[config.mk]
export PLATFORM = sky130hd
export DESIGN_NAME = rv_core
export DESIGN_NICKNAME = d
export VERILOG_FILES = /design/src/rv_pkg.sv /design/src/rv_decode.sv /design/src/rv_regfile.sv /design/src/rv_trap_unit.sv /design/src/rv_core.sv
export VERILOG_INCLUDE_DIRS = /design/src /design/src/src
export SDC_FILE = /design/constraint.sdc
export NUM_CORES = 2
export LEC_CHECK = 0
export BUFFER_PORTS_ARGS = -buffer_cell sky130_fd_sc_hd__clkbuf_2
export CAP_MARGIN = 5
export CORE_UTILIZATION = 50
export CTS_CLUSTER_DIAMETER = 120
export DETAILED_ROUTE_END_ITERATION = 8
export PLACE_DENSITY = 0.66
export SLEW_MARGIN = 10
export SYNTH_ARGS = -nofsm -noshare
export SYNTH_HDL_FRONTEND = slang
export SYNTH_HIERARCHICAL = 1
export SYNTH_SLANG_ARGS = --single-unit
[constraint.sdc]
create_clock -name clk -period 7.6 [get_ports clk]
set_input_delay 1.52 -clock clk [delete_from_list [all_inputs] [get_ports clk]]
set_output_delay 1.52 -clock clk [all_outputs]
set_load 0.02 [all_outputs]
[src/rv_cfg.svh]
`ifndef RV_CFG_SVH
`define RV_CFG_SVH

// fetch address out of reset
// first instruction lives at byte 44
`define RV_RESET_PC 32'd44

// single interrupt handler entry point
`define RV_TRAP_PC 32'd0

// integer register width
`define RV_XLEN 64

// architectural register count, x0 included
`define RV_NREGS 32

// console byte goes out in the low 8 bits
// upper bits of the bus word are zero
`define RV_BYTE_W 8

`endif

[src/rv_pkg.sv]
package rv_pkg;

    // data path word
    typedef logic [63:0] word_t;

    // instruction address, byte granular
    typedef logic [31:0] addr_t;

    // raw instruction word
    typedef logic [31:0] instr_t;

    // register index
    typedef logic [4:0] reg_idx_t;

    // major opcode field, bits 6:0
    typedef logic [6:0] opcode_t;

    // what execute does with the word in ir
    typedef enum logic [2:0] {
        OP_NOP,
        OP_LUI,
        OP_ADDI,
        OP_SB,
        OP_MRET
    } op_kind_t;

    // major opcodes in use
    localparam opcode_t OPC_LUI   = 7'b0110111;
    localparam opcode_t OPC_OPIMM = 7'b0010011;
    localparam opcode_t OPC_STORE = 7'b0100011;

    // funct3 for addi and sb
    localparam logic [2:0] F3_ADDI = 3'b000;
    localparam logic [2:0] F3_SB   = 3'b000;

    // mret is matched on the whole word
    localparam instr_t MRET_WORD = 32'h30200073;

    // addi x0, x0, 0
    localparam instr_t NOP_WORD = 32'h00000013;

endpackage

[src/rv_decode.sv]
`timescale 1ns/1ns

module rv_decode import rv_pkg::*; (
    input  instr_t   ir,
    output op_kind_t kind,
    output reg_idx_t rd,
    output reg_idx_t rs1,
    output reg_idx_t rs2,
    output word_t    imm_u,
    output word_t    imm_i,
    output word_t    imm_s
);

    opcode_t    opcode;
    logic [2:0] funct3;

    // fixed field positions
    assign opcode = ir[6:0];
    assign funct3 = ir[14:12];

    // register indices, always extracted
    // rd 0 is left alone here, regfile drops the write
    assign rd  = ir[11:7];
    assign rs1 = ir[19:15];
    assign rs2 = ir[24:20];

    // u-type, upper 20 bits then sign extend from bit 31
    assign imm_u = {{32{ir[31]}}, ir[31:12], 12'b0};

    // i-type, 12 bit signed
    assign imm_i = {{52{ir[31]}}, ir[31:20]};

    // s-type, split immediate
    assign imm_s = {{52{ir[31]}}, ir[31:25], ir[11:7]};

    // classify
    always_comb begin
        kind = OP_NOP;
        if (ir == MRET_WORD) begin
            // full word match, opcode alone is SYSTEM
            kind = OP_MRET;
        end else begin
            case (opcode)
                OPC_LUI: begin
                    kind = OP_LUI;
                end
                OPC_OPIMM: begin
                    // other op-imm funct3 values fall to nop
                    if (funct3 == F3_ADDI) begin
                        kind = OP_ADDI;
                    end
                end
                OPC_STORE: begin
                    // only byte store
                    if (funct3 == F3_SB) begin
                        kind = OP_SB;
                    end
                end
                default: begin
                    kind = OP_NOP;
                end
            endcase
        end
    end

endmodule

[src/rv_regfile.sv]
`timescale 1ns/1ns
`include "rv_cfg.svh"

module rv_regfile import rv_pkg::*; (
    input  logic     clk,
    input  logic     reset,
    input  logic     we,
    input  reg_idx_t waddr,
    input  word_t    wdata,
    input  reg_idx_t raddr_a,
    input  reg_idx_t raddr_b,
    input  reg_idx_t dbg_idx,
    output word_t    rdata_a,
    output word_t    rdata_b,
    output word_t    dbg_data
);

    // register array
    word_t regs [`RV_NREGS];

    // single write port
    always_ff @(posedge clk or negedge reset) begin
        if (!reset) begin
            for (int i = 0; i < `RV_NREGS; i++) begin
                regs[i] <= '0;
            end
        end else if (we && (waddr != '0)) begin
            // x0 writes dropped
            regs[waddr] <= wdata;
        end
    end

    // reads are combinational
    // x0 forced to zero regardless of array contents
    assign rdata_a = (raddr_a == '0) ? {`RV_XLEN{1'b0}} : regs[raddr_a];
    assign rdata_b = (raddr_b == '0) ? {`RV_XLEN{1'b0}} : regs[raddr_b];

    // debug read, same rule for x0
    assign dbg_data = (dbg_idx == '0) ? {`RV_XLEN{1'b0}} : regs[dbg_idx];

endmodule

[src/rv_trap_unit.sv]
`timescale 1ns/1ns
`include "rv_cfg.svh"

module rv_trap_unit import rv_pkg::*; (
    input  logic  clk,
    input  logic  reset,
    input  logic  irq,
    input  logic  mret,
    input  addr_t ir_pc,
    output logic  take,
    output logic  redirect,
    output addr_t target,
    output logic  in_handler
);

    // return address of the interrupted instruction
    addr_t mepc;

    // entry when the level is up and no handler is running
    // in_handler doubles as the pending flag
    assign take = irq && !in_handler;

    // either event moves the pc
    assign redirect = take || mret;

    // entry wins over a simultaneous mret
    assign target = (mret && !take) ? mepc : `RV_TRAP_PC;

    // handler state
    always_ff @(posedge clk or negedge reset) begin
        if (!reset) begin
            in_handler <= 1'b0;
        end else if (take) begin
            in_handler <= 1'b1;
        end else if (mret) begin
            // reopen for the next interrupt
            in_handler <= 1'b0;
        end
    end

    // mepc loads on entry only
    always_ff @(posedge clk) begin
        if (take) begin
            // instruction in ir is dropped and will be refetched from here
            // an mret caught in the same edge is recorded instead
            mepc <= ir_pc;
        end
    end

endmodule

[src/rv_core.sv]
`timescale 1ns/1ns
`include "rv_cfg.svh"

module rv_core import rv_pkg::*; (
    input  logic     clk,
    input  logic     reset,
    input  instr_t   instruction,
    input  logic     irq,
    input  reg_idx_t dbg_idx,
    output addr_t    pc,
    output word_t    bus_address,
    output word_t    bus_write_data,
    output logic     bus_write_enable,
    output word_t    dbg_data
);

    // fetch register and its address
    instr_t ir;
    addr_t  ir_pc;
    // squash flag for the wrong-path fetch after a redirect
    logic   bubble;

    // decode outputs
    op_kind_t kind;
    reg_idx_t rd;
    reg_idx_t rs1;
    reg_idx_t rs2;
    word_t    imm_u;
    word_t    imm_i;
    word_t    imm_s;

    // register file
    word_t rs1_val;
    word_t rs2_val;
    logic  rf_we;
    word_t rf_wdata;

    // trap unit
    logic  trap_irq;
    logic  take;
    logic  redirect;
    addr_t target;
    logic  mret_exec;

    // execute enable
    logic  exec_valid;

    rv_decode u_rv_decode (
        .ir    (ir),
        .kind  (kind),
        .rd    (rd),
        .rs1   (rs1),
        .rs2   (rs2),
        .imm_u (imm_u),
        .imm_i (imm_i),
        .imm_s (imm_s)
    );

    rv_regfile u_rv_regfile (
        .clk      (clk),
        .reset    (reset),
        .we       (rf_we),
        .waddr    (rd),
        .wdata    (rf_wdata),
        .raddr_a  (rs1),
        .raddr_b  (rs2),
        .dbg_idx  (dbg_idx),
        .rdata_a  (rs1_val),
        .rdata_b  (rs2_val),
        .dbg_data (dbg_data)
    );

    // hold off entry during a bubble
    // the squashed word's address must never land in mepc
    assign trap_irq = irq && !bubble;

    rv_trap_unit u_rv_trap_unit (
        .clk        (clk),
        .reset      (reset),
        .irq        (trap_irq),
        .mret       (mret_exec),
        .ir_pc      (ir_pc),
        .take       (take),
        .redirect   (redirect),
        .target     (target),
        .in_handler ()
    );

    // ir executes unless squashed or displaced by an interrupt
    assign exec_valid = !bubble && !take;

    // register writes for lui and addi
    assign rf_we    = exec_valid && ((kind == OP_LUI) || (kind == OP_ADDI));
    assign rf_wdata = (kind == OP_LUI) ? imm_u : (rs1_val + imm_i);

    // mret only counts when it really executes
    assign mret_exec = exec_valid && (kind == OP_MRET);

    // fetch register, pc and bubble
    always_ff @(posedge clk or negedge reset) begin
        if (!reset) begin
            pc     <= `RV_RESET_PC;
            ir     <= NOP_WORD;
            ir_pc  <= `RV_RESET_PC;
            bubble <= 1'b0;
        end else begin
            ir    <= instruction;
            ir_pc <= pc;
            if (redirect) begin
                // trap entry or return makes the next fetched word wrong path
                pc     <= target;
                bubble <= 1'b1;
            end else begin
                pc     <= pc + 32'd4;
                bubble <= 1'b0;
            end
        end
    end

    // one bus strobe pulse per executed sb
    always_ff @(posedge clk or negedge reset) begin
        if (!reset) begin
            bus_write_enable <= 1'b0;
        end else begin
            bus_write_enable <= exec_valid && (kind == OP_SB);
        end
    end

    // bus payload loads with each executed sb
    always_ff @(posedge clk) begin
        if (exec_valid && (kind == OP_SB)) begin
            bus_address    <= rs1_val + imm_s;
            // low byte of rs2 zero extended
            bus_write_data <= {{(`RV_XLEN - `RV_BYTE_W){1'b0}}, rs2_val[`RV_BYTE_W-1:0]};
        end
    end

endmodule

======== Word level (Yosys, flattened, before mapping) ========
Cells that the tools add are included.
operators by class
  bitwise logic cells ..................... 4
  muxes and demuxes ....................... 24
  reduce and logical (&&, ||, !) cells .... 20
  equality and inequality tests ........... 8
  add/sub/neg operators ................... 3
  magnitude comparators ................... 5
operators with widths
  kind                                                       number
  bitwise mux 2048 bit                                       1
  binary-select mux 64 bit (select 5 bit)                    3
  2-to-1 mux 64 bit                                          8
  demux 64 bit (select 5 bit)                                1
  adder 64 bit                                               2
  2-to-1 mux 32 bit                                          2
  adder 32 x 3 -> 32 bit (second input constant)             1
  equality test 32 x 30 -> 1 bit (second input constant)     1
  greater-or-equal comparator 6 bit (second input constant)  4
  NOT 5 -> 6 bit                                             4
  2-to-1 mux 8 bit                                           2
  logical NOT 5 bit                                          3
  equality test 7 x 6 -> 1 bit (second input constant)       2
  logical AND 1 bit                                          9
  case mux 3 bit (3 select lines)                            1
  equality test 7 x 5 -> 1 bit (second input constant)       1
  equality test 3 x 2 -> 1 bit (second input constant)       2
  < comparator 6 x 1 -> 1 bit (second input constant)        1
  nonzero test 5 bit                                         1
  2-to-1 mux 2 bit                                           2
  equality test 3 x 1 -> 1 bit (second input constant)       1
  equality test 3 bit (second input constant)                1
  logical NOT 1 bit                                          3
  logical NOT 3 bit                                          1
  other kinds (4)                                            7
storage, ports and cells
  input bits .............................. 40
  output and inout port bits .............. 225
  register bits after elaboration ......... 2251
  logic and storage cells ................. 105

======== Logic depth before layout (Yosys ltp) ========
  depth after elaboration ................. 9
  gate-level depth with buffers ........... 25
  mapped depth without buffers ............ 18

======== Cells and area by module ========
Netlist, hierarchy kept.
modules (own cells, without submodules)
  module        area an instance (um2)  instances  sequential area each (um2)  cells each
  rv_regfile    124663.3                1          51249.2                     8212
  rv_core       13763.2                 1          4625.7                      1572
  rv_decode     1689.1                  1          0.0                         225
  rv_trap_unit  1267.5                  1          985.9                       76

======== Least setup slack after synthesis ========
OpenSTA, ideal clock, no wires.
  path type ............................... register to register
  start ................................... register ir[31]
  end ..................................... register u_rv_regfile/regs[1405] (netlist bit)
  path slack .............................. 1.916 ns
  buffers on the path ..................... 3
  data required time ...................... 7.475 ns
  clock period less this slack ............ 5.684 ns
  stages on the path, launching flop included .. 16
  setup time .............................. 0.125 ns
  data arrival time ....................... 5.560 ns
  cell sequence ........................... dfrtp_1 -> buf_4 -> ha_1 -> clkbuf_1 -> nand4_1 -> or3_1 -> a211o_1 -> a211oi_2 -> o21a_1 -> nor3_1 -> o31a_1 -> o41ai_2 -> xnor2_1 -> o21ai_1 -> clkbuf_1 -> mux2_2
between the ends
  elaborated cells between the ends (all ways) .. 10
  classes of those cells .................. 1 x add/sub; 3 x eq/ne; 3 x mux; 3 x reduce/logical
RTL lines
  item                                                  RTL line          RTL
  from (decl)                                           rv_core.sv:18     instr_t ir;
  from (signal assigned)                                rv_core.sv:107    ir <= instruction;
  branches (longest 3 deep; another with adder 64 bit)  n/a
  2-to-1 mux 64 bit (*)                                 rv_core.sv:94     assign rf_wdata = (kind == OP_LUI) ? imm_u : (rs1_val + imm_i);
  via rf_wdata[61]                                      rv_core.sv:36     word_t rf_wdata;
  bitwise mux 2048 bit (*)                              rv_regfile.sv:29  regs[waddr] <= wdata;
  to (signal, indexed assignment)                       rv_regfile.sv:29
  to (decl)                                             rv_regfile.sv:19  word_t regs [`RV_NREGS];
Mark *: on every way through the listed nets, which the timed path passes.
A chain may end at the register's enable or synchronous reset.

======== Final worst setup path ========
  start ................................... register ir[15]
  end ..................................... register bus_address[61] (data pin)
between the ends
  word-level cells in the longest chain between the ends .. 6
  elaborated cells between the ends (all ways) .. 7
  classes of those cells .................. 1 x add/sub; 4 x mux; 1 x bitwise; 1 x reduce/logical
RTL lines
  item                                                  RTL line          RTL
  NOT 5 -> 6 bit (not written as such)                  rv_regfile.sv:35  assign rdata_a = (raddr_a == '0) ? {`RV_XLEN{1'b0}} : regs[raddr_a];
  binary-select mux 64 bit (select 5 bit)               rv_regfile.sv:35
  2-to-1 mux 64 bit (not written as such) (2 in a row)  rv_regfile.sv:35
  2-to-1 mux 64 bit (*)                                 rv_regfile.sv:35
  via rs1_val[38]                                       rv_core.sv:33     word_t rs1_val;
  adder 64 bit (*)                                      rv_core.sv:132    bus_address <= rs1_val + imm_s;
  to (signal assigned)                                  rv_core.sv:132
  to (decl)                                             rv_core.sv:11     output word_t bus_address,
The timed path passes the listed nets; every way through them passes the cells marked *. The select of a mux whose other input is x is not followed.

==> Flow_metrics.wiki <==
{| class="wikitable"
! Metric !! Value
|-
| P&R area growth vs syn || 9.01%
|-
| Endpoint with the worst hold slack || u_rv_regfile/regs[2004]
|-
| Worst-case headroom to the max-slew limit || 14.4%
|-
| Yosys warns || 6
|-
| All-layer global routing usage || 33.3%
|-
| Data arrival at the endpoint of the critical path || 7.84 ns
|-
| Power per unit of standard cell area || 200 mW/mm^2
|-
| Total number of nets in the final design || 8852
|-
| Minimum setup slack among reg-to-reg paths || 0.35 ns
|-
| Fraction of layout cells with a size suffix above 1 || 46.6%
|-
| Hold Startpoint || u_rv_regfile/regs[2004]
|-
| Count of input and output buffers || 208
|-
| Sinks on Clock Net || 2251
|-
| Vias || 85.6k
|-
| Post-Syn Instances || 9102
|-
| Reg-to-reg critical path endpoint || bus_address[61]
|-
| Die footprint || 0.257 sq mm
|-
| Pin count of the biggest net entering global routing || 176
|-
| Depth of the CTS H-tree || 4
|-
| Final critical-path share of the clock period || 95.4%
|-
| Count of final setup violators || 0
|-
| Clock Tree Buf Depth || 3
|-
| Number of placement rows || 185
|-
| Max-cap violation count || 0
|-
| Worst Setup Start Kind || register
|-
| Max rail drop VDD || 252 uV
|-
| Via count of the first global-routing pass || 86.0k
|-
| Number of routed nets with antenna violations || 0
|-
| Number of buffers inserted by hold repair at cts || 0
|-
| Clock latency reported for the late side of the worst-skew pair || 0.94 ns
|-
| Clock root buffer || sky130_fd_sc_hd__clkbuf_16
|-
| Synthesized area || 0.128 sq mm
|-
| Hold Fails Final Rpt || 0
|-
| CTS tree || done
|-
| Starting Density || 50.3%
|-
| Drt first pass iters || 6
|-
| Post-detailed-route wirelength per cell || 35.0 microns
|-
| Routed vias/inst || 6.98
|-
| Setup repair after global routing missed its margin || no
|-
| Minimum clock period || 7.25 ns
|-
| Mean post-synth cell area || 14.0 sq um
|-
| Critical path capture point type || register
|-
| Post-Route Skew || 0.102 ns
|-
| DRC violation count after routing || 0
|-
| Detailed Place HPWL || 255 mm
|-
| Num CTS Buffers || 239
|-
| Global-route wire length before repair || 621 mm
|-
| Die W || 507 microns
|-
| Crit Path Class || reg -> reg
|-
| Leakage power summed over all cells || 0.0644 uW
|-
| Maximum fanout along the worst path || 40
|-
| Slew at the pin closest to its max-slew limit || 1.28 ns
|-
| Result of the run || complete, no violations
|-
| Number of cells on the worst reg-to-reg path || 20
|-
| Count of pins over their slew limit || 0
|-
| Number of cells on the worst hold path || 0
|-
| I/O pin cnt || 265
|-
| Setup TNS || 0 ns
|-
| Highest clock frequency the design can meet || 0.138 GHz
|-
| Min-Delay Path Class || reg -> reg
|-
| Required time of the critical path || 8.19 ns
|-
| Initial antenna violation count || 14
|-
| Total gr overflow || 0
|-
| Total core area || 0.254 sq mm
|-
| Routability-driven placement congestion ratio || 1.01
|-
| Startpoint of the worst register-to-register path || ir[15]
|-
| Final core area utilization || 54.8%
|-
| DRT iter0 DRCs || 10.5k
|-
| Buffer count from post-CTS setup fixing || 0
|-
| Final WL || 429 mm
|-
| Die Y-Extent || 507 microns
|-
| Cells resized by post-CTS repair || 0
|-
| Clk slew on worst S/H paths || 0.06 ns
|}
-- layout by cell type (no fill, tap or decap), types with 153 or more instances in the layout --
cell type                   instances
sky130_fd_sc_hd__mux2i_1          376
sky130_fd_sc_hd__dfrtp_1         2129
sky130_fd_sc_hd__mux4_2          1020
sky130_fd_sc_hd__buf_4            272
sky130_fd_sc_hd__a21oi_1          166
sky130_fd_sc_hd__clkbuf_2         202
sky130_fd_sc_hd__mux2_2          2026
sky130_fd_sc_hd__nand2_1          232
sky130_fd_sc_hd__clkbuf_16        239
sky130_fd_sc_hd__nor2_1           153
-- layout make-up --
| type | instances | area, sq um |
|---|---|---|
| tap | 3366 | 4210 |
| clock buffer | 324 | 6750 |
| sequential | 2251 | 56900 |
| antenna | 12 | 30.0 |
| clock inverter | 120 | 1830 |
| inverter | 45 | 171 |
| multi-input combinational | 5591 | 64600 |
| timing repair buffer | 555 | 4660 |
| fill | 20300 | 115000 |
-- routing by layer --
metal | share of wire [%] | vias to the layer above | wire (microns) | track usage, %
li1 | - | 33600 | - | -
met1 | 40 | 45700 | 173000 | 47.1
met2 | 44 | 5264 | 187000 | 48.3
met3 | 12 | 1024 | 49800 | 9.46
met4 | 4.5 | 14 | 19200 | 13.4
met5 | 0.022 | - | 93 | 0
-- per-stage QoR --
step	hold slack (ns)	worst slack (ns)	std cells	total power [uW]	cell area (sq um)
6_report	0.377	0.352	12300	27900	139000
5_1_grt	0.388	0.121	12300	28600	139000
4_1_cts	0.378	0.433	12300	28000	139000
3_5_place_dp	0.365	0.470	11800	15400	130000
3_3_place_gp	0.361	0.491	11800	15300	130000
2_1_floorplan	0.401	1.92	9168	14300	128000
-- worst max path at each step --
| stage | cells past startpoint | start | slack (ns) | endpoint |
|---|---|---|---|---|
| 6_report | 20 | ir[15] | 0.35 | bus_address[61] |
| 5_1_grt | 19 | ir[15] | 0.12 | u_rv_regfile/regs[1915] |
| 4_1_cts | 20 | ir[15] | 0.43 | u_rv_regfile/regs[638] |
| 3_5_place_dp | 19 | ir[15] | 0.47 | u_rv_regfile/regs[1851] |
| 3_3_place_gp | 20 | ir[15] | 0.49 | bus_address[61] |
| 2_1_floorplan | 15 | ir[31] | 1.92 | u_rv_regfile/regs[1405] |
-- sequential cells by signal, summed over array words and instances (netlist names) --
register and flops:
bubble 1, bus_address 64, bus_write_data 8, bus_write_enable 1
ir 32, ir_pc 32, pc 32, u_rv_regfile/regs 2048
u_rv_trap_unit/in_handler 1, u_rv_trap_unit/mepc 32
-- report_power, final --
group	switching (uW)	total, uW	internal (uW)
combinational	1780	2690	903
sequential	222	12500	12300
clock	5220	12700	7430
-- worst max-delay path, stage by stage (launching register included) --
cell	delay [ns]
sky130_fd_sc_hd__dfrtp_4	0.70
sky130_fd_sc_hd__buf_12	0.36
sky130_fd_sc_hd__buf_12	0.36
sky130_fd_sc_hd__buf_4	0.28
sky130_fd_sc_hd__mux4_2	0.51
sky130_fd_sc_hd__mux4_2	0.49
sky130_fd_sc_hd__a2bb2oi_1	0.19
sky130_fd_sc_hd__o21ai_1	0.11
sky130_fd_sc_hd__buf_4	0.18
sky130_fd_sc_hd__ha_1	0.44
sky130_fd_sc_hd__a21o_1	0.26
sky130_fd_sc_hd__a21o_1	0.18
sky130_fd_sc_hd__a21o_1	0.20
sky130_fd_sc_hd__a221o_1	0.32
sky130_fd_sc_hd__a21oi_1	0.26
sky130_fd_sc_hd__o21ai_1	0.15
sky130_fd_sc_hd__a21oi_1	0.52
sky130_fd_sc_hd__o21ai_1	0.23
sky130_fd_sc_hd__a221oi_1	0.63
sky130_fd_sc_hd__o41ai_1	0.19
sky130_fd_sc_hd__xor2_1	0.17
Power figures use the tool's default switching activity.
